==> config.mk <==
export PLATFORM = sky130hd
export DESIGN_NAME = insn_decode
export DESIGN_NICKNAME = d
export VERILOG_FILES = /design/src/common/seq_pkg.sv /design/src/hdl/insn_decode.sv
export SDC_FILE = /design/constraint.sdc
export NUM_CORES = 1
export LEC_CHECK = 0
export ABC_AREA = 1
export BUFFER_PORTS_ARGS = -buffer_cell sky130_fd_sc_hd__buf_4
export CAP_MARGIN = 25
export CORE_AREA = 3 3 40 42
export DETAILED_ROUTE_END_ITERATION = 10
export DIE_AREA = 0 0 43 45
export PLACE_DENSITY = 0.78
export SYNTH_ARGS = -nofsm -noshare
export SYNTH_HDL_FRONTEND = slang
export SYNTH_SLANG_ARGS = --single-unit
==> constraint.sdc <==
create_clock -name vclk -period 1.35
set_clock_uncertainty 0.1 [all_clocks]
set_input_delay 0.27 -clock vclk [all_inputs]
set_output_delay 0.27 -clock vclk [all_outputs]
set_load 0.01 [all_outputs]
==> src/sim/program.hex <==
// One 16-bit instruction word per line, opcode in bits 15:12
// @ lines set the word address of the words that follow
@000
1010 // reset: goto main
1080 // interrupt entry: goto isr
1090 // icall entry: goto icall handler
@010
5020 // pt = 0x020
5603 // i = 3
7000 // pt read, step 1
7100 // pt read, step i
6600 // i = acc_in
7100
5230 // pr = 0x030
6400 // pi = acc_in
2040 // call 0x040
5050 // pt = 0x050
3c00 // call through pt
8034 // do n=3 k=4
7000
7100
0000
0000
4000 // icall
0000
5060 // pt = 0x060
3800 // goto pt
@040
5601 // i = 1
3000 // return through pr
@050
0000
3000
@060
1060 // halt loop
@080
0000
3400 // return from interrupt
@090
0000
0000
3400

==> src/common/seq_pkg.sv <==
`default_nettype none

package seq_pkg;

    // Instruction word and program space
    localparam int WORD_W    = 16;
    localparam int ROM_DEPTH = 4096;
    localparam string ROM_FILE = "/design/src/sim/program.hex";

    // Targets of r_field in load instructions
    localparam logic [2:0] R_PT = 3'd0;
    localparam logic [2:0] R_PR = 3'd1;
    localparam logic [2:0] R_PI = 3'd2;
    localparam logic [2:0] R_I  = 3'd3;

    // Instruction classes from bits 15:12
    typedef enum logic [3:0] {
        op_nop      = 4'h0,
        op_goto     = 4'h1,
        op_call     = 4'h2,
        op_goto_b   = 4'h3,
        op_icall    = 4'h4,
        op_load_imm = 4'h5,
        op_load_acc = 4'h6,
        op_pt_read  = 4'h7,
        op_do       = 4'h8
    } op_t;

    // Register branch kinds from bits 11:10
    typedef enum logic [1:0] {
        br_ret     = 2'd0,
        br_iret    = 2'd1,
        br_goto_pt = 2'd2,
        br_call_pt = 2'd3
    } br_t;

    typedef struct packed {
        op_t         op;
        logic [2:0]  r_field;
        br_t         bsel;
        logic        istep;
        logic [8:0]  imm;
        logic [11:0] target;
        logic [3:0]  do_n;
        logic [3:0]  do_k;
    } ctl_t;

    typedef struct packed {
        logic [15:0] pc;
        logic [15:0] pr;
        logic [15:0] pi;
        logic [15:0] pt;
        logic [11:0] i;
        logic        shadow;
    } regs_t;

endpackage

`default_nettype wire

==> src/hdl/insn_decode.sv <==
`timescale 1ns/1ps
`default_nettype none

// Instruction word to control strobes, purely combinational
module insn_decode (
    input  logic [15:0]   instr,
    output seq_pkg::ctl_t ctl
);
    import seq_pkg::*;

    always_comb begin
        ctl = '0;

        // Opcode field, anything unlisted runs as a nop
        case (instr[15:12])
            op_goto: begin
                ctl.op = op_goto;
            end
            op_call: begin
                ctl.op = op_call;
            end
            op_goto_b: begin
                ctl.op = op_goto_b;
            end
            op_icall: begin
                ctl.op = op_icall;
            end
            op_load_imm: begin
                ctl.op = op_load_imm;
            end
            op_load_acc: begin
                ctl.op = op_load_acc;
            end
            op_pt_read: begin
                ctl.op = op_pt_read;
            end
            op_do: begin
                ctl.op = op_do;
            end
            default: begin
                ctl.op = op_nop;
            end
        endcase

        // Operand fields only for the classes that read them
        case (ctl.op)
            op_goto, op_call: begin
                ctl.target = instr[11:0];
            end
            op_goto_b: begin
                ctl.bsel = br_t'(instr[11:10]);
            end
            op_load_imm: begin
                ctl.r_field = instr[11:9];
                ctl.imm     = instr[8:0];
            end
            op_load_acc: begin
                ctl.r_field = instr[11:9];
            end
            op_pt_read: begin
                // Bit 8 selects the step by i instead of by one
                ctl.istep = instr[8];
            end
            op_do: begin
                ctl.do_n = instr[7:4];
                ctl.do_k = instr[3:0];
            end
            default: begin
            end
        endcase
    end

endmodule

`default_nettype wire

==> out/metrics.cfg, run 1 <==
[critical_path]
crit_arrival_ps=1030
required_ps=980
cp_max_fo=5
setup.worst_path.class=in2out
critPathLaunch=instr[13]
critPathLaunchType=primary input
critPathCaptureType=primary output
endpoint=ctl[30]

[global_routing]
antenna_found_initial=0
grt_pass1_wl_um=2650
gr-max-usage-layer=met2
grt_max_degree=10
grt-ovfl-total=0
grtUsageMet2=0.347
grt_use_met3=0.0120
use_met1=0.193
grt_pass1_vias=634
track_usage=0.167

[cells_and_area]
fillers=74
areaGrowthSynthToFinish_pct=214
fin_nets=153
clock_buffers=0
nFlopsAndLatches=0
diodes=0
final_area_mm2=0.00108
drive_gt1_frac=0.704
regArea_um2=0

[timing]
period_share=1.04
setup_viol=8
rsz0062_at_grt=yes
tightest_slew_ps=257
slew_viol_final=0
layout_setup_ws_ps=-53.7
final_hold_viol_count=0
max_freq_ghz=0.712
slew_headroom=0.828
setup_tns_ps=-188
fin_crit_ps=1400

[synthesis]
yosys-mux-area-fraction=0
syn_area_per_cell_um2=5.15
synth_top_family_by_area=simple AND/OR/NAND/NOR gates
netlist_area_um2=345
syn_nets=83
synth_xor_area_frac=0
postSynthCellCount=67
synth_warnings=0
ys_types=11
synth_fa_ha_area_frac=0
synth_compound_area_frac=0.174
ys_seq_area_frac=0
synth-simple-area-share=0.536

[power_and_ir_drop]
power_uw=257
power.leakage_nw=0.587
peakVddDrop_v=0.000193
power_density_mw_per_mm2=237

[drt]
postRouteAntennaNets=0
drcViolationCount=0
routedWlPerCell_um=12.9
first_pass_iters=2
routed_wirelength_um=1930
drt_iter0_drc=1
viasPerCell=4.69
vias=704

[placed_design]
hpwlAfterDp_um=1290
portBuffers=55
place_congestion=0.791
placed_cell_area_um2=830

[floorplanning]
row_count=13
die_h_um=45
io_pins=55
die_x_um=43
start_util=0.269
core_region_area_mm2=0.00128
dieArea_mm2=0.00194

[hold_path]
hp-class=in2out

[status]
status=finished, violations left
violations=setup timing

[run]
maxCapViolCount=0

[synthesized netlist by cell type (all sizes together)]
cell type  number  share of area
nand2           6          0.065
nor2           24           0.30
nor3            2          0.029
buf             2          0.065
bufinv          1          0.051
nand4           3           0.11
nand3           1          0.029
inv            16           0.17
a21oi          12           0.17
[kinds of logic (layout without fill, tap and decap cells)]
| kind of cell | Yosys count | in the layout |
|---|---|---|
| and+or+nand+nor | 36 | 36 |
| buffers and inverters | 19 | 87 |
| AOI/OAI and AO/OA | 12 | 12 |
[metal layers]
layer | wire [µm] | vias to the layer above | part of all wire
met1 | 744 | 318 | 0.38
li1 | - | 343 | -
met4 | 21 | 0 | 0.011
met2 | 979 | 41 | 0.51
met3 | 187 | 2 | 0.097
met5 | 0 | - | 0
[worst max-delay path, stage by stage]
cell and delay, ps:
buf_8 100, clkinv_8 60, nor2_4 100, nand2_1 120, nor3_1 220, buf_4 170
[layout make-up]
| type | instances | area, µm² | share of cell area |
|---|---|---|---|
| Timing Repair Buffer | 70 | 607 | 0.560 |
| Multi-Input combinational cell | 48 | 349 | 0.322 |
| Inverter | 17 | 109 | 0.100 |
| Tap cell | 15 | 18.8 | 0.0173 |
[worst min-delay path by stage]
stage,startpoint,end,cells past startpoint
floorplan,instr[15],ctl[36],1
global placement,instr[15],ctl[36],3
detailed placement,instr[15],ctl[36],3
CTS,instr[15],ctl[36],3
global route,instr[15],ctl[36],3
finish,instr[15],ctl[36],3
[power by group]
group / switching [mW] / internal [mW]
clock network: 0 / 0
registers: 0 / 0
logic: 0.124 / 0.133
total: 0.124 / 0.133
[layout by cell type, fill, tap and decap left out, types with 2 or more instances in the layout]
master     n
a21oi_2   10
a21oi_4    2
buf_12     2
buf_4     58
buf_6      5
buf_8      5
clkinv_8   3
inv_1     13
nand2_1    5
nand4_4    3
nor2_1    21
nor2_4     2
[per-stage QoR]
stage | hold WS [ps] | worst slack, ps | std cells | util
2_1_floorplan | 467 | 66.4 | 67 | -
3_3_place_gp | 764 | -116 | 145 | 0.646
3_5_place_dp | 769 | -127 | 145 | 0.646
4_1_cts | 727 | -11.2 | 145 | 0.759
5_1_grt | 741 | -112 | 150 | 0.843
6_report | 732 | -53.7 | 150 | 0.843
[timing repair]
action	4_1_cts	5_1_grt
pin swaps	8	13
gates resized for setup	38	14
buffers inserted	0	5
hold buffers	0	0
endpoints found under the hold margin	0	0
setup endpoints to repair	35	21
Note: power is estimated with default switching activity, not from simulation.
==> run 2: changes to the inputs <==
Settings changed: CORE_AREA 3 3 40 42 to 2 2 39 41, DIE_AREA 0 0 43 45 to 0 0 41 43.
==> out/metrics.cfg, run 2 (same netlist as run 1, synthesis figures left out) <==
[cells_and_area]
clock_buffers=0  ; unchanged
regArea_um2=0  ; unchanged
areaGrowthSynthToFinish_pct=194
final_util=0.734  ; -0.109
diodes=0  ; unchanged
multi_input_comb_area_um2=354  ; +1.4%
nFlopsAndLatches=0  ; unchanged
fin_cells=148  ; -1.3%
drive_gt1_frac=0.750  ; +0.0463
layout_common_cells=buf_4, nor2_1, inv_1
fillers=103  ; +39%
fin_nets=150  ; -2.0%
layout_commonest_cell=buf_4

[drt]
viasPerCell=4.68  ; -0.23%
routed_wirelength_um=1900  ; -1.6%
drt_iter0_drc=11  ; +10
first_pass_iters=2  ; unchanged
vias=693  ; -1.6%
postRouteAntennaNets=0  ; unchanged
drcViolationCount=0  ; unchanged
routedWlPerCell_um=12.9  ; -0.27%

[floorplanning]
dieArea_mm2=0.00176  ; -8.9%
io_pins=55  ; unchanged
core_region_area_mm2=0.00138  ; +7.7%
row_count=14  ; +1
start_util=0.250  ; -0.0192
die_h_um=43  ; -4.4%
die_x_um=41  ; -4.7%

[critical_path]
crit_slowest_cell=nor3_1
crit_path_cell_trace=buf_6 -> inv_8 -> nor2_4 -> nand2_1 -> nor3_1 -> buf_4
crit_family=simple AND/OR/NAND/NOR gates
crit_arrival_ps=1030  ; about the same
critPathCaptureType=primary output
timing.critical_path.buf_inv=3  ; unchanged
critPathLaunchType=primary input
required_ps=980  ; about the same
setup.worst_path.class=in2out
max_stage_delay_ps=210  ; about the same
cp_max_fo=5  ; unchanged

[power_and_ir_drop]
peakVddDrop_v=0.000171  ; -11%
power_density_mw_per_mm2=237  ; -0.22%
power_uw=241  ; -6.4%
power.leakage_nw=0.563  ; -4.1%

[placed_design]
hpwlAfterDp_um=1280  ; -1.1%
place_congestion=0.713  ; -9.9%
portBuffers=55  ; unchanged
dp.cells=145  ; unchanged

[run]
maxCapViolCount=0  ; unchanged

[global_routing]
grt_pass1_wl_um=2590  ; -2.1%
antenna_found_initial=0  ; unchanged
grt_pass1_vias=648  ; +2.2%
grt-ovfl-total=0  ; unchanged
grt_max_degree=10  ; unchanged
track_usage=0.199  ; +0.0321

[timing]
rsz0062_at_grt=yes
fin_crit_ps=1400  ; -1.48 ps
layout_setup_ws_ps=-52.2  ; +1.48 ps
slew_headroom=0.849  ; +0.0206
tightest_slew_ps=226  ; -31.7 ps
max_freq_ghz=0.713  ; +0.11%
period_share=1.04  ; -0.00110
setup_viol=9  ; +1
final_hold_viol_count=0  ; unchanged
slew_viol_final=0  ; unchanged

[hold_path]
hp-class=in2out

[status]
violations=setup timing
status=finished, violations left

[cts]
cts_hold_buf=0  ; unchanged

==> run 2: tightest hold or removal path, stage by stage <==
cell	delay, ps
buf_12	100
nor2_2	70
buf_4	140
==> run 2: cell type report <==
| cell class | count | area share |
|---|---|---|
| tap | 16 | 0.0197 |
| inverter | 17 | 0.0874 |
| multi-input combinational | 48 | 0.349 |
| timing repair buffer | 67 | 0.544 |
==> run 2: path summary, 6_finish.rpt <==
check / slack (ps) / endpoint / start / cells after the start
worst max-delay path: -50 / ctl[30] / instr[13] / 6
worst min-delay path: 750 / ctl[37] / instr[15] / 3
==> run 2: repair_timing <==
| item | in CTS | in global routing |
|---|---|---|
| gates resized for setup | 34 | 14 |
| pin swaps | 13 | 10 |
| endpoints found under the setup margin | 35 | 26 |
| setup buffers | 2 | 1 |
==> run 2: power breakdown <==
| part | switching (mW) | total (mW) | internal, mW | leakage, nW |
|---|---|---|---|---|
| Combinational | 0.121 | 0.241 | 0.119 | 0.563 |
| Clock | 0 | 0 | 0 | 0 |
| Sequential | 0 | 0 | 0 | 0 |
| Total | 0.121 | 0.241 | 0.119 | 0.563 |
==> run 2: layer usage <==
metal / routed length [µm] / global-route usage
met1: 711 / 0.231
met2: 1030 / 0.381
met3: 165 / 0.0209
met4: 0 / 0
met5: 0 / 0
==> run 2: metrics by stage <==
step | hold slack [ps] | setup WS, ps | setup TNS (ps) | instance area [µm²]
after global routing | 764 | -80.7 | -879 | 1020
after CTS | 773 | -20.9 | -30.1 | 966
final | 754 | -52.2 | -168 | 1020
after detailed placement | 768 | -143 | -3070 | 823
after global placement | 764 | -119 | -2610 | 823
after floorplan | 467 | 66.4 | 0 | 345
==> run 3: changes to the inputs <==
Settings changed: PLACE_DENSITY 0.78 to 0.81.
Clock period 1.35 ns to 1.2 ns, I/O delays scaled along.
==> out/metrics.cfg, run 3 (same netlist as run 1, synthesis figures left out) <==
[status]
status=finished, violations left
violations=setup timing

[floorplanning]
dieArea_mm2=0.00176  ; unchanged
die_x_um=41  ; unchanged
io_pins=55  ; unchanged
die_h_um=43  ; unchanged
row_count=14  ; unchanged
core_region_area_mm2=0.00138  ; unchanged
start_util=0.250  ; unchanged

[cells_and_area]
drive_gt1_frac=0.839  ; +0.0894
fin_nets=155  ; +3.3%
multi_input_comb_area_um2=424  ; +20%
regArea_um2=0  ; unchanged
areaGrowthSynthToFinish_pct=236
layout_common_cells=buf_4, nor2_2, inv_1
layout_commonest_cell=buf_4
clock_buffers=0  ; unchanged
nFlopsAndLatches=0  ; unchanged
diodes=0  ; unchanged
fillers=80  ; -22%

[timing]
rsz0062_at_grt=yes
final_hold_viol_count=0  ; unchanged
period_share=1.17
tightest_slew_ps=228  ; +2.78 ps
slew_headroom=0.848  ; -0.000862
layout_setup_ws_ps=-209  ; -157 ps
max_freq_ghz=0.710
slew_viol_final=0  ; unchanged
setup_viol=37  ; +28
fin_crit_ps=1410

[global_routing]
grt_pass1_vias=705  ; +8.8%
grt_pass1_wl_um=3060  ; +18%
grt_use_met3=0.0314  ; +0.0105
gr-max-usage-layer=met2
grt_max_degree=10  ; unchanged
antenna_found_initial=0  ; unchanged
track_usage=0.239  ; +0.0400
grtUsageMet2=0.447  ; +0.0656
grt-ovfl-total=0  ; unchanged
use_met1=0.285  ; +0.0538

[power_and_ir_drop]
power.leakage_nw=0.604  ; +7.3%
power_density_mw_per_mm2=276  ; +17%
power_uw=320  ; +33%
peakVddDrop_v=0.000239  ; +39%

[hold_path]
hp-class=in2out
hold_path.startpoint=instr[3]

[placed_design]
place_ws_ps=-218  ; -74.1 ps
portBuffers=55  ; unchanged
place_congestion=0.708  ; -0.70%
hpwlAfterDp_um=1270  ; -0.34%

[critical_path]
setup.worst_path.class=in2out
critPathCaptureType=primary output
critPathLaunch=instr[15]
cp_max_fo=5  ; unchanged
critPathLaunchType=primary input
crit_arrival_ps=1070  ; +40 ps
required_ps=860  ; -120 ps

[run]
maxCapViolCount=0  ; unchanged

[drt]
postRouteAntennaNets=0  ; unchanged
viasPerCell=4.84  ; +3.4%
first_pass_iters=2  ; unchanged
routedWlPerCell_um=15.3  ; +19%
vias=741  ; +6.9%
drt_iter0_drc=1  ; -10
drcViolationCount=0  ; unchanged
routed_wirelength_um=2340  ; +23%

[cts]
cts_hold_buf=0  ; unchanged

## run 3: cell types whose count changed in the layout (fill, tap and decap cells not counted), moves of 2 or more
| cell | change |
|---|---|
| nor2_1 | -8 |
| nor2_2 | +8 |
| a21oi_2 | -2 |
| a21oi_4 | +2 |
| buf_12 | +2 |
| nor3_1 | -2 |
| nor3_2 | +2 |
## run 3: worst paths after layout
path,depth (start not counted),end,slack [ps]
min,4,ctl[11],730
max,6,ctl[20],-210
## run 3: cell type report
cell class         instances  area share
repair buffers            71       0.534
multi-input cells         49       0.366
inverters                 17      0.0831
well taps                 16      0.0173
## run 3: repair_timing
action	4_1_cts	5_1_grt
endpoints found under the setup margin	36	36
buffers inserted	3	3
gates cloned	1	0
hold endpoints to repair	0	0
pin swaps	17	9
gates resized for setup	37	34
## run 3: power breakdown
part	total (mW)	leakage, nW	internal [mW]	switching, mW
combinational	0.320	0.604	0.158	0.162
sequential	0	0	0	0
clock	0	0	0	0
total	0.320	0.604	0.158	0.162
## run 3: critical path, cell delays in order
cell and delay (ps):
buf_12 120, nor2_4 180, buf_12 140, nand3_4 90, nor2_1 150, buf_4 140
## run 3: stage by stage
step | utilization | area [µm²] | setup TNS [ps] | hold WS (ps) | std cells
floorplan | - | 345 | -349 | 407 | 67
global placement | 0.600 | 831 | -5720 | 705 | 146
detailed placement | 0.600 | 831 | -6580 | 705 | 146
CTS | 0.736 | 1020 | -2630 | 690 | 150
global route | 0.838 | 1160 | -5460 | 740 | 153
finish | 0.838 | 1160 | -4180 | 733 | 153
## run 3: metal layers
metal	part of all wire	routed length [µm]
met4	0.0090	21
met2	0.54	1270
met3	0.071	167
met1	0.38	882
met5	0	0
