==> config.mk <==
export PLATFORM = sky130hd
export DESIGN_NAME = rom_aau
export DESIGN_NICKNAME = d
export VERILOG_FILES = /design/src/common/seq_pkg.sv /design/src/rom_aau/do_loop.sv /design/src/rom_aau/rom_aau.sv
export SDC_FILE = /design/constraint.sdc
export NUM_CORES = 1
export LEC_CHECK = 0
export BUFFER_PORTS_ARGS = -buffer_cell sky130_fd_sc_hd__clkbuf_2
export CAP_MARGIN = 25
export CORE_UTILIZATION = 25
export CTS_CLUSTER_DIAMETER = 120
export CTS_CLUSTER_SIZE = 25
export DETAILED_ROUTE_END_ITERATION = 8
export SLEW_MARGIN = 20
export SYNTH_ARGS = -nofsm -noshare
export SYNTH_HDL_FRONTEND = slang
export SYNTH_SLANG_ARGS = --single-unit
==> constraint.sdc <==
create_clock -name clk -period 2.68 [get_ports clk]
set_input_delay 0 -clock clk [delete_from_list [all_inputs] [get_ports clk]]
set_output_delay 0 -clock clk [all_outputs]
set_load 0.03 [all_outputs]
==> src/sim/program.hex <==
// One 16-bit instruction word per line, opcode in bits 15:12
// @ lines set the word address of the words that follow
@000
1010 // reset: goto main
1080 // interrupt entry: goto isr
1090 // icall entry: goto icall handler
@010
5020 // pt = 0x020
5603 // i = 3
7000 // pt read, step 1
7100 // pt read, step i
6600 // i = acc_in
7100
5230 // pr = 0x030
6400 // pi = acc_in
2040 // call 0x040
5050 // pt = 0x050
3c00 // call through pt
8034 // do n=3 k=4
7000
7100
0000
0000
4000 // icall
0000
5060 // pt = 0x060
3800 // goto pt
@040
5601 // i = 1
3000 // return through pr
@050
0000
3000
@060
1060 // halt loop
@080
0000
3400 // return from interrupt
@090
0000
0000
3400

==> src/common/seq_pkg.sv <==
`default_nettype none

package seq_pkg;

    // Instruction word and program space
    localparam int WORD_W    = 16;
    localparam int ROM_DEPTH = 4096;
    localparam string ROM_FILE = "/design/src/sim/program.hex";

    // Targets of r_field in load instructions
    localparam logic [2:0] R_PT = 3'd0;
    localparam logic [2:0] R_PR = 3'd1;
    localparam logic [2:0] R_PI = 3'd2;
    localparam logic [2:0] R_I  = 3'd3;

    // Instruction classes from bits 15:12
    typedef enum logic [3:0] {
        op_nop      = 4'h0,
        op_goto     = 4'h1,
        op_call     = 4'h2,
        op_goto_b   = 4'h3,
        op_icall    = 4'h4,
        op_load_imm = 4'h5,
        op_load_acc = 4'h6,
        op_pt_read  = 4'h7,
        op_do       = 4'h8
    } op_t;

    // Register branch kinds from bits 11:10
    typedef enum logic [1:0] {
        br_ret     = 2'd0,
        br_iret    = 2'd1,
        br_goto_pt = 2'd2,
        br_call_pt = 2'd3
    } br_t;

    typedef struct packed {
        op_t         op;
        logic [2:0]  r_field;
        br_t         bsel;
        logic        istep;
        logic [8:0]  imm;
        logic [11:0] target;
        logic [3:0]  do_n;
        logic [3:0]  do_k;
    } ctl_t;

    typedef struct packed {
        logic [15:0] pc;
        logic [15:0] pr;
        logic [15:0] pi;
        logic [15:0] pt;
        logic [11:0] i;
        logic        shadow;
    } regs_t;

endpackage

`default_nettype wire

==> src/rom_aau/do_loop.sv <==
`timescale 1ns/1ps
`default_nettype none

// Do loop counter: records the first pass, then replays the body
module do_loop (
    input  logic        clk,
    input  logic        rst,
    input  logic        cen,
    input  logic        start,
    input  logic [3:0]  body_len,
    input  logic [3:0]  passes,
    input  logic [15:0] pc,
    output logic        loop_active,
    output logic [15:0] replay_addr,
    output logic        loop_done
);

    logic        recording;
    logic [3:0]  pos;
    logic [3:0]  left;     // replay passes still to run
    logic [15:0] head;
    logic [3:0]  last_pos;
    logic        at_end;

    assign at_end      = pos == last_pos;
    assign replay_addr = head + {12'd0, pos};

    // End of recording with no replays, or last replay position
    assign loop_done = cen && at_end &&
                       ((recording && left == 4'd0) || (loop_active && left == 4'd1));

    always_ff @(posedge clk or posedge rst) begin
        if (rst) begin
            recording   <= 1'b0;
            loop_active <= 1'b0;
            pos         <= 4'd0;
            left        <= 4'd0;
        end else if (cen) begin
            if (start) begin
                recording   <= 1'b1;
                loop_active <= 1'b0;
                pos         <= 4'd0;
                left        <= passes - 4'd1;
            end else if (recording || loop_active) begin
                if (at_end) begin
                    pos       <= 4'd0;
                    recording <= 1'b0;
                    if (recording) begin
                        loop_active <= left != 4'd0;
                    end else begin
                        left        <= left - 4'd1;
                        loop_active <= left != 4'd1;
                    end
                end else begin
                    pos <= pos + 4'd1;
                end
            end
        end
    end

    // Body starts right after the do instruction
    always_ff @(posedge clk) begin
        if (cen && start) begin
            head     <= pc + 16'd1;
            last_pos <= body_len - 4'd1;
        end
    end

endmodule

`default_nettype wire

==> src/rom_aau/rom_aau.sv <==
`timescale 1ns/1ps
`default_nettype none

// ROM address arithmetic unit
module rom_aau (
    input  logic           clk,
    input  logic           rst,
    input  logic           cen,
    input  logic           ext_irq,
    input  seq_pkg::ctl_t  ctl,
    input  logic [15:0]    acc_in,
    output logic [11:0]    rom_addr,
    output logic [11:0]    pt_addr,
    output logic           pt_strobe,
    output logic           iack,
    output seq_pkg::regs_t regs
);
    import seq_pkg::*;

    logic [WORD_W-1:0] pc;
    logic [WORD_W-1:0] pr;
    logic [WORD_W-1:0] pi;
    logic [WORD_W-1:0] pt;
    logic [11:0]       i;
    logic              shadow;

    logic [WORD_W-1:0] seq_pc;
    logic [WORD_W-1:0] i_ext;
    logic [WORD_W-1:0] load_val;
    logic [WORD_W-1:0] next_pc;
    logic [WORD_W-1:0] replay_addr;
    logic              loop_active;
    logic              loop_done;
    logic              enter_int;
    logic              exec;
    logic              branch;
    logic              is_load;
    logic              is_iret;
    logic              reg_jump;
    logic              call_save;
    logic              do_start;

    assign seq_pc = pc + 16'd1;
    assign i_ext  = {{(WORD_W - 12){i[11]}}, i};

    // Interrupt replaces the fetched instruction
    assign enter_int = ext_irq && shadow && !loop_active;
    assign exec      = !enter_int;
    // Replayed bodies keep pc, so no flow changes there
    assign branch    = exec && !loop_active;

    assign is_load   = exec && (ctl.op == op_load_imm || ctl.op == op_load_acc);
    assign load_val  = (ctl.op == op_load_acc) ? acc_in : {7'd0, ctl.imm};
    assign is_iret   = branch && ctl.op == op_goto_b && ctl.bsel == br_iret;
    assign reg_jump  = branch && ctl.op == op_goto_b;
    assign call_save = branch && (ctl.op == op_call ||
                       (ctl.op == op_goto_b && ctl.bsel == br_call_pt));
    assign do_start  = branch && ctl.op == op_do && ctl.do_n != 4'd0 && ctl.do_k != 4'd0;

    assign rom_addr  = loop_active ? replay_addr[11:0] : pc[11:0];
    assign pt_addr   = pt[11:0];
    assign pt_strobe = exec && ctl.op == op_pt_read;

    always_comb begin
        regs.pc     = pc;
        regs.pr     = pr;
        regs.pi     = pi;
        regs.pt     = pt;
        regs.i      = i;
        regs.shadow = shadow;
    end

    // Next pc, highest priority first
    always_comb begin
        if (loop_active) begin
            next_pc = pc;
        end else if (enter_int) begin
            next_pc = 16'd1;
        end else if (ctl.op == op_icall) begin
            next_pc = 16'd2;
        end else if (ctl.op == op_goto || ctl.op == op_call) begin
            next_pc = {pc[WORD_W-1:12], ctl.target};
        end else if (reg_jump) begin
            case (ctl.bsel)
                br_ret:  next_pc = pr;
                br_iret: next_pc = pi;
                default: next_pc = pt;
            endcase
        end else begin
            next_pc = seq_pc;
        end
    end

    always_ff @(posedge clk or posedge rst) begin
        if (rst) begin
            pc     <= '0;
            pr     <= '0;
            pi     <= '0;
            pt     <= '0;
            i      <= '0;
            shadow <= 1'b1;
            iack   <= 1'b0;
        end else if (cen) begin
            pc   <= next_pc;
            iack <= enter_int;

            if (call_save) begin
                pr <= seq_pc;
            end else if (is_load && ctl.r_field == R_PR) begin
                pr <= load_val;
            end

            // Skipped instruction address is the one to resume at
            if (enter_int) begin
                pi <= pc;
            end else if (is_load && ctl.r_field == R_PI) begin
                pi <= load_val;
            end else if (shadow) begin
                pi <= seq_pc;
            end

            if (is_load && ctl.r_field == R_PT) begin
                pt <= load_val;
            end else if (pt_strobe) begin
                pt <= pt + (ctl.istep ? i_ext : 16'd1);
            end

            if (is_load && ctl.r_field == R_I) begin
                i <= load_val[11:0];
            end

            if (enter_int || (branch && ctl.op == op_icall) || do_start) begin
                shadow <= 1'b0;
            end else if (is_iret || loop_done) begin
                shadow <= 1'b1;
            end
        end
    end

    do_loop loop_i (
        .clk         (clk),
        .rst         (rst),
        .cen         (cen),
        .start       (do_start),
        .body_len    (ctl.do_n),
        .passes      (ctl.do_k),
        .pc          (pc),
        .loop_active (loop_active),
        .replay_addr (replay_addr),
        .loop_done   (loop_done)
    );

endmodule

`default_nettype wire

==> results.sh, run 1 <==
export IMPL_outcome="finished, final reports clean"
export IMPL_io_pins=162
export IMPL_area_growth_synth_to_final_pct=24.41
export IMPL_synth_xor_xnor_area_share=0.04649
export IMPL_endpoint_kind="primary output"
export IMPL_p_leak_nw=4.041
export IMPL_instances_no_fill=1382
export IMPL_total_power_mw=8.116
export IMPL_synth_net_count=918
export IMPL_antenna_found_initial=2
export IMPL_finalHoldViolations=0
export IMPL_clock_root_buffer="clkbuf_16"
export IMPL_first_pass_iters=5
export IMPL_postRouteAntennaNets=0
export IMPL_syn_cell_area_mm2=0.007159
export IMPL_drive_above_1_share=0.2522
export IMPL_power_density_mw_per_mm2=911.2
export IMPL_placementRows=61
export IMPL_cts_made_buffers=9
export IMPL_cp_data_required_time_ns=2.68
export IMPL_synth_edf_count=16
export IMPL_wl_mm=24.46
export IMPL_fmax_mhz=388.8
export IMPL_clock_sinks=104
export IMPL_synthAdderAreaFrac=0.04404
export IMPL_cts_tree="built"
export IMPL_drt_drc_violations_left=0
export IMPL_clk_pin_slew_ns=0.07
export IMPL_peakVddDrop_mv=0.4164
export IMPL_port_buffers=161
export IMPL_synth_warnings=0
export IMPL_maxCapViolations=0
export IMPL_gr_total_overflow=0
export IMPL_fin_nets=1081
export IMPL_hpwl_mm=19.59
export IMPL_drt_iter0_markers=576
export IMPL_synthSimpleGateAreaFrac=0.2062
export IMPL_grt_pass1_vias=6332
export IMPL_syn_inst=835
export IMPL_routedWlPerCell_um=17.70
export IMPL_clockBufferDepth=2
export IMPL_vias_per_cell=4.914
export IMPL_fp_dieW_um=171.2
export IMPL_period_needed_ns=2.572
export IMPL_synth_top_area_frac=0.3041
export IMPL_slew_headroom=0.5224
export IMPL_synthTopCellsByArea="dfrtp_1 30%, edfxtp_1 6.7%, nand2_1 5.8%"
export IMPL_worstMarginPinSlew_ns=0.7065
export IMPL_setup_viol=0
export IMPL_fin_crit_sh=0.9597
export IMPL_numPlacedInstances=1347
export IMPL_slew_violations=0
export IMPL_critPathArrivalTime_ns=2.57
export IMPL_ys_async_sr_fraction=0.8462
export IMPL_place_congestion=0.8894
export IMPL_ys_top_cells_by_count="111 x nand2_1, 87 x dfrtp_1, 69 x o21ai_0"
export IMPL_synth_most_common_cell="nand2_1"
export IMPL_worstPathMaxFanout=6
export IMPL_vias=6791
export IMPL_rsz0062_at_grt="yes"
export IMPL_clock_latency_ns=0.37
export IMPL_syn_avg_cell_area_um2=8.574
export IMPL_grt_max_degree=54
export IMPL_yosysSeqAreaShare=0.3749
export IMPL_startpoint_type="register"
export IMPL_path_class="reg -> out"
export IMPL_synth_seq_cells=104
export IMPL_track_usage=0.1677
export IMPL_skew_ns=0.01552
export IMPL_synth_top_family_by_area="simple AND/OR/NAND/NOR gates"
export IMPL_die_area_mm2=0.02932
export IMPL_synth_compound_area_frac=0.1949
export IMPL_synthMuxAreaShare=0.07323
export IMPL_grt_pass1_wl_mm=36.79
export IMPL_hold_path_class="in -> reg"
export IMPL_yosys_area_top_type="dfrtp_1"
export IMPL_synth_top_flop_cell="dfrtp_1"
export IMPL_start_util=0.2556
export IMPL_fp_dieH_um=171.2
export IMPL_yosysUniqueCellTypes=68
export IMPL_core_area_mm2=0.02801
export IMPL_htree_levels=3
-- through the flow --
stage / setup TNS, ns / utilization / hold WS (ns) / setup slack [ns] / instance area, µm²
after floorplan: 0 / - / 0.1253 / 0.1002 / 7159
after global placement: 0 / 0.3008 / 0.1022 / 0.1754 / 8426
after detailed placement: 0 / 0.3008 / 0.1079 / 0.09920 / 8426
after CTS: 0 / 0.3173 / 0.01963 / 0.03276 / 8889
after global routing: -0.001851 / 0.3180 / 0.02760 / -0.001851 / 8907
final: 0 / 0.3180 / 0.01360 / 0.1079 / 8907
-- registers in the layout (all words and copies together), names as in the netlist --
name and cells:
i 12, iack 1, loop_i.head 12, loop_i.last_pos 4, loop_i.left 4, loop_i.loop_active 1, loop_i.pos 4, loop_i.recording 1
pc 16, pi 16, pr 16, pt 16, shadow 1
-- repair_timing --
action,in CTS,in global routing
hold endpoints to repair,51,0
gates resized for setup,0,8
setup endpoints to repair,0,6
hold buffers,17,0
buffers inserted,0,1
-- kinds of logic (layout without fill, tap and decap cells) --
kind of cell	Yosys count	in the layout
flops	104	104
xor+xnor	38	38
other cells	0	1
mux	50	50
fa+ha+maj	24	24
simple gates	305	305
compound gates	222	222
buf+inv	92	260
-- layout by cell type, fill, tap and decap left out, drive strengths merged, types with 4 or more instances in the layout --
cell type | Yosys | layout
clkbuf | 30 | 172
nand2 | 111 | 111
dfrtp | 87 | 87
o21ai | 71 | 71
nor2 | 66 | 66
a21oi | 50 | 50
buf | 37 | 42
mux2i | 31 | 31
inv | 25 | 26
nor3 | 25 | 25
nand3 | 22 | 22
ha | 22 | 22
xnor2 | 21 | 21
a211oi | 20 | 20
mux2 | 19 | 19
xor2 | 17 | 17
dlygate4sd3 | 0 | 17
edfxtp | 16 | 16
a21o | 15 | 15
and2 | 14 | 14
o211ai | 12 | 12
nand4 | 11 | 11
a31oi | 11 | 11
nand2b | 9 | 9
a22oi | 8 | 8
nor4 | 8 | 8
and3 | 6 | 6
or3 | 5 | 5
nor3b | 5 | 5
or4 | 4 | 4
a22o | 4 | 4
nand3b | 4 | 4
nor2b | 4 | 4
o21a | 4 | 4
-- area by class of cell --
class	count	area, µm²
Sequential cell	104	2688
Multi-Input combinational cell	639	4058
Antenna cell	1	2.502
Inverter	25	95.09
Fill cell	3019	19100
Clock buffer	12	257.7
Clock inverter	4	35.03
Tap cell	378	473.0
Timing Repair Buffer	219	1299
-- path summary, 6_finish.rpt --
path,depth (start not counted),endpoint,start,slack [ns]
max,8,rom_addr[11],loop_i.pos[1],0.11
min,3,i[7],ctl[27],0.01
max reg2reg,10,pt[10],i[0],0.14
min reg2reg,2,i[10],i[10],0.50
max in group asynchronous,4,shadow,rst,1.66
min in group asynchronous,3,pc[3],rst,0.25
-- power breakdown --
part	internal [mW]	switching (mW)	total, mW	leakage [nW]
combinational	1.40	2.71	4.10	2.66
clock	0.699	0.644	1.34	0.136
sequential	2.08	0.590	2.67	1.24
-- per-layer routing --
layer  track usage  routed length (µm)  vias to the layer above
met5             0                  13                        -
met4       0.04852                 493                        2
met3       0.03613                1579                       28
met2        0.2731               11230                      239
met1        0.2222               11150                     3213
li1              -                   -                     3309
-- worst max-delay path, cell delays in order (launching register included) --
cell,delay (ns)
dfrtp_2,0.45
ha_1,0.29
a21o_1,0.10
a21o_1,0.14
a21oi_1,0.12
or3_1,0.37
or3_1,0.36
a31oi_1,0.16
clkbuf_4,0.21
(Power assumes the default switching activity.)
==> run 2, diff against run 1 <==
Settings changed: ABC_AREA set to 1, BUFFER_PORTS_ARGS -buffer_cell sky130_fd_sc_hd__clkbuf_2 to -buffer_cell sky130_fd_sc_hd__buf_2, SYNTH_HIERARCHICAL set to 1.
==> run 2 against run 1 <==
The flow now finishes with violations (DRC, hold timing). Synthesized area rose by 9.6%. Largest power group unchanged. Highest routed layer is now met4. Clock power rose by 5%. Global-route usage rose by 0.069 points. Synthesized cell count rose by 32%. Combinational power rose by 30%. Via count rose by 15%.
==> results.sh, run 2 <==
export IMPL_outcome="finished with violations"
export IMPL_failed_checks="DRC, hold timing"
export IMPL_instances_no_fill=1655
export IMPL_die_area_mm2=0.03209
export IMPL_fin_ws_ns=0.3643
export IMPL_fp_dieH_um=179.1
export IMPL_power_frac_seq=0.302
export IMPL_period_needed_ns=2.316
export IMPL_setup_viol=0
export IMPL_core_area_mm2=0.03075
export IMPL_fp_dieW_um=179.1
export IMPL_placementRows=64
export IMPL_internal_power_mw=4.465
export IMPL_switching_share=0.5385
export IMPL_hold_path_class="in -> reg"
export IMPL_p_leak_nw=4.905
export IMPL_rrSetupSlack_ns=0.36
export IMPL_endpoint_kind="register"
export IMPL_total_power_mw=9.676
export IMPL_p_clk_frac=0.146
export IMPL_cts_made_buffers=9
export IMPL_gr_total_overflow=0
export IMPL_io_pins=162
export IMPL_regToRegStartpoint="loop_i/loop_active"
export IMPL_drt_iter0_markers=743
export IMPL_grt_pass1_vias=7051
export IMPL_place_congestion=0.9115
export IMPL_slew_headroom=0.5593
export IMPL_path_class="reg -> reg"
export IMPL_timing_rr_end="loop_i/pos[2]"
export IMPL_routedWlPerCell_um=16.15
export IMPL_syn_inst=1103
export IMPL_combPwrFrac=0.552
export IMPL_numPlacedInstances=1628
export IMPL_setup_tns_ns=0
export IMPL_drive_above_1_share=0.2057
export IMPL_rsz0062_at_grt="no"
export IMPL_start_util=0.2551
export IMPL_p_switching_mw=5.211
export IMPL_wl_mm=26.74
export IMPL_reg2regPathDepth=12
export IMPL_grt_max_degree=53
export IMPL_critPathLaunch="loop_i/loop_active"
export IMPL_drt_drc_violations_left=20
export IMPL_syn_cell_area_mm2=0.007845
export IMPL_clock_sinks=104
export IMPL_peakVddDrop_mv=0.4217
export IMPL_skew_ns=0.01502
export IMPL_worstPathMaxFanout=11
export IMPL_htree_levels=3
export IMPL_n_antenna_cell=0
export IMPL_worstMarginPinSlew_ns=0.6541
export IMPL_endpoint="loop_i/pos[2]"
export IMPL_synth_warnings=6
export IMPL_track_usage=0.1684
export IMPL_port_buffers=161
export IMPL_postRouteAntennaNets=0
export IMPL_hpwl_mm=21.67
export IMPL_clockBufferDepth=2
export IMPL_clock_latency_ns=0.37
export IMPL_fill_cells=3414
export IMPL_grt_pass1_wl_mm=40.70
export IMPL_critPathArrivalTime_ns=2.58
export IMPL_dp_slack_ns=0.3345
export IMPL_holdWs_ns=-0.002459
export IMPL_vias=7801
export IMPL_fin_crit_sh=0.8641
export IMPL_clock_root_buffer="clkbuf_16"
export IMPL_finalHoldViolations=1
export IMPL_power_density_mw_per_mm2=1032
export IMPL_cp_data_required_time_ns=2.95
export IMPL_synth_net_count=1186
export IMPL_final_common_cell="nand2_1"
export IMPL_syn_avg_cell_area_um2=7.112
export IMPL_final_cell_mix="315 x nand2_1, 161 x buf_2, 127 x inv_1"
export IMPL_fmax_mhz=431.8
export IMPL_area_growth_synth_to_final_pct=19.51
export IMPL_vias_per_cell=4.714
export IMPL_startpoint_type="register"
export IMPL_antenna_found_initial=0
export IMPL_cts_tree="built"
export IMPL_maxCapViolations=0
export IMPL_first_pass_iters=7
export IMPL_clk_pin_slew_ns=0.08
export IMPL_slew_violations=0
export IMPL_fin_nets=1337
[run 2: power groups by stage]
stage	clock network, mW	registers, mW	logic [mW]
final	1.41	2.92	5.34
after global routing	1.50	3.02	5.87
after CTS	1.44	2.92	5.33
after detailed placement	0	2.95	5.30
after global placement	0	2.95	5.27
after floorplan	0	3.63	2.98
[run 2: final cells by class]
type | count | area [µm²] | share of cell area
Inverter | 141 | 555.5 | 0.05926
Timing Repair Buffer | 183 | 1011 | 0.1078
Tap cell | 396 | 495.5 | 0.05285
Multi-Input combinational cell | 815 | 4320 | 0.4608
Sequential cell | 104 | 2684 | 0.2863
Clock inverter | 7 | 83.83 | 0.008942
Clock buffer | 9 | 225.2 | 0.02402
[run 2: worst min-delay path by stage]
stage	cells after the start	slack, ns	from	to
6_report	5	-0.002	ctl[9]	pc[1]
5_1_grt	3	0.0009	ext_irq	iack
4_1_cts	3	0.001	ext_irq	iack
3_5_place_dp	2	0.05	rst	loop_i/left[1]
3_3_place_gp	2	0.04	rst	loop_i/loop_active
2_1_floorplan	1	-0.16	rst	loop_i/left[0]
[run 2: repair_timing]
action	in CTS	in global routing
resized for setup	0	2
setup buffers	0	0
hold endpoints to repair	45	0
hold buffers	11	0
setup endpoints to repair	0	6
[run 2: layer usage]
layer,vias up,global-route usage,wire length (µm),part of all wire
met5,-,0,0,0
met4,0,0.04237,434,0.016
met1,3561,0.2389,12430,0.47
met3,29,0.02714,2081,0.078
met2,310,0.2638,11790,0.44
li1,3901,-,-,-
[run 2: critical path, cell delays in order (launching register included)]
cell and delay [ns]:
dfrtp_1 0.49, inv_1 0.12, nand2_1 0.11, nor4_1 0.30
nand3_1 0.14, inv_1 0.29, inv_8 0.07, nand3_2 0.07
nand2_1 0.09, clkinvlp_4 0.22, nand2_1 0.09, xor2_1 0.18
nor2_2 0.04
[run 2: metrics by stage]
step | instance area [µm²] | utilization
final | 9375 | 0.3049
after floorplan | 7845 | -
after CTS | 9368 | 0.3046
after detailed placement | 8949 | 0.2910
after global placement | 8949 | 0.2910
after global routing | 9375 | 0.3049
==> run 3, diff against run 2 <==
Settings changed: CORE_ASPECT_RATIO set to 0.8.
==> run 3 against run 2 <==
The flow now finishes without violations. Critical path depth shrank 2. Sequential cell count is the same. Combinational power shrank 3%. Sequential share of layout area shrank 0.091 points. Non-clock buffer count grew 1. Setup slack lost 0.061 ns. Core utilization grew 0.25 points. Register-to-register slack is essentially flat. Fmax shrank 2.6%. Final area grew 0.32%. Highest routed layer is now met5.
==> results.sh, run 3 (synthesis results as in run 2) <==
export IMPL_antenna_found_initial=13
export IMPL_drt_iter0_markers=678
export IMPL_met3_length_mm=2.659
export IMPL_start_util=0.2564
export IMPL_area_growth_synth_to_final_pct=19.89
export IMPL_drive_above_1_share=0.2032
export IMPL_grt_max_degree=41
export IMPL_startpoint_type="register"
export IMPL_setup_viol=0
export IMPL_switching_share=0.5302
export IMPL_setup_tns_ns=0
export IMPL_cts_made_buffers=9
export IMPL_skew_ns=0.008324
export IMPL_place_congestion=0.9161
export IMPL_period_needed_ns=2.377
export IMPL_vias_per_cell=4.708
export IMPL_postRouteAntennaNets=0
export IMPL_internal_power_mw=4.494
export IMPL_critPathArrivalTime_ns=2.38
export IMPL_worstPathMaxFanout=5
export IMPL_placementRows=57
export IMPL_first_pass_iters=5
export IMPL_finalHoldViolations=0
export IMPL_holdBufCountCts=13
export IMPL_routedWlPerCell_um=16.03
export IMPL_worstMarginPinSlew_ns=0.7760
export IMPL_holdWs_ns=0.01075
export IMPL_vias=7896
export IMPL_combPwrFrac=0.540
export IMPL_endpoint_kind="primary output"
export IMPL_slew_headroom=0.4827
export IMPL_final_common_cell="nand2_1"
export IMPL_fill_cells=3357
export IMPL_outcome="finished, final reports clean"
export IMPL_fin_nets=1338
export IMPL_core_area_mm2=0.03060
export IMPL_grt_pass1_wl_mm=41.62
export IMPL_cts_setup_buffers=0
export IMPL_path_class="reg -> out"
export IMPL_maxCapViolations=0
export IMPL_wl_mm=26.88
export IMPL_hold_path_class="in -> reg"
export IMPL_htree_levels=3
export IMPL_track_usage=0.1702
export IMPL_drt_drc_violations_left=0
export IMPL_fp_dieH_um=160.4
export IMPL_power_frac_seq=0.313
export IMPL_fp_dieW_um=200.1
export IMPL_p_leak_nw=4.921
export IMPL_routed_wl_met2_mm=11.23
export IMPL_fin_crit_sh=0.8869
export IMPL_post_cts_resized=0
export IMPL_clk_pin_slew_ns=0.08
export IMPL_power_density_mw_per_mm2=1017
export IMPL_peakVddDrop_mv=0.3896
export IMPL_cts_tree="built"
export IMPL_cp_data_required_time_ns=2.68
export IMPL_multiInputGateArea_mm2=0.004320
export IMPL_io_pins=162
export IMPL_p_clk_frac=0.147
export IMPL_gr_total_overflow=0
export IMPL_p_switching_mw=5.073
export IMPL_regArea_mm2=0.002684
export IMPL_rsz0062_at_grt="no"
export IMPL_slew_violations=0
export IMPL_clockBufferDepth=2
export IMPL_die_area_mm2=0.03210
export IMPL_grt_pass1_vias=7340
export IMPL_post_route_util=0.3074
export IMPL_clock_sinks=104
export IMPL_hpwl_mm=21.95
export IMPL_dr_max_layer_used="met5"
export IMPL_wl_met1_mm=12.60
export IMPL_port_buffers=161
export IMPL_final_cell_mix="315 x nand2_1, 161 x buf_2, 129 x inv_1"
export IMPL_clock_latency_ns=0.36
export IMPL_clock_root_buffer="clkbuf_16"
export IMPL_fmax_mhz=420.7
[run 3: changes by cell type in the layout (fill, tap and decap cells not counted), moves of 2 or more]
cell           previous run  this run
diode_2                   0         4
clkinv_8                  2         0
inv_1                   127       129
inv_8                     4         1
dlygate4sd3_1            11        13
[run 3: worst max-delay path: stages, from the launching register on]
cell     delay [ns]
dfrtp_1        0.46
ha_1           0.26
fa_1           0.42
nand3_1        0.10
nand2_1        0.09
nand3_2        0.13
nor2_1         0.07
xor2_1         0.13
nand2_1        0.06
o21ai_0        0.08
buf_2          0.22
[run 3: area by class of cell]
type	instances	share of cell area
antenna	4	0.001064
clock inverter	7	0.008248
timing repair buffer	184	0.1088
multi-input combinational	815	0.4594
tap	413	0.05494
inverter	141	0.05827
clock buffer	9	0.02395
sequential	104	0.2854
[run 3: per-stage QoR]
| stage | std cells | setup slack (ns) | instance area, µm² | power [mW] |
|---|---|---|---|---|
| after CTS | 1673 | 0.2859 | 9395 | 9.611 |
| after detailed placement | 1644 | 0.3904 | 8962 | 8.170 |
| after floorplan | 1103 | 0.6866 | 7845 | 6.609 |
| final | 1677 | 0.3030 | 9405 | 9.566 |
| after global routing | 1677 | 0.08166 | 9405 | 10.28 |
| after global placement | 1644 | 0.5025 | 8962 | 8.131 |
[run 3: final timing paths]
| path | end | cells after the start | startpoint | slack (ns) |
|---|---|---|---|---|
| worst max-delay path | rom_addr[8] | 10 | loop_i/pos[0] | 0.30 |
| worst min-delay path | pc[6] | 5 | ctl[14] | 0.01 |
| worst max register to register | loop_i/pos[2] | 12 | loop_i/loop_active | 0.37 |
| worst min register to register | loop_i/left[1] | 2 | loop_i/left[1] | 0.50 |
| max in group asynchronous | pc[14] | 4 | rst | 1.67 |
| min in group asynchronous | loop_i/pos[1] | 3 | rst | 0.18 |
[run 3: power by group through the flow]
| stage | Combinational, mW | Clock [mW] | Sequential [mW] |
|---|---|---|---|
| after global routing | 5.73 | 1.47 | 3.08 |
| after floorplan | 2.98 | 0 | 3.63 |
| after detailed placement | 5.14 | 0 | 3.03 |
| after global placement | 5.11 | 0 | 3.02 |
| after CTS | 5.18 | 1.43 | 3.00 |
| final | 5.17 | 1.41 | 2.99 |
[run 3: per-layer routing]
metal | vias up | global-route usage
met1 | 3662 | 0.2456
li1 | 3897 | -
met2 | 291 | 0.2486
met4 | 14 | 0.03053
met5 | - | 0
met3 | 32 | 0.05292
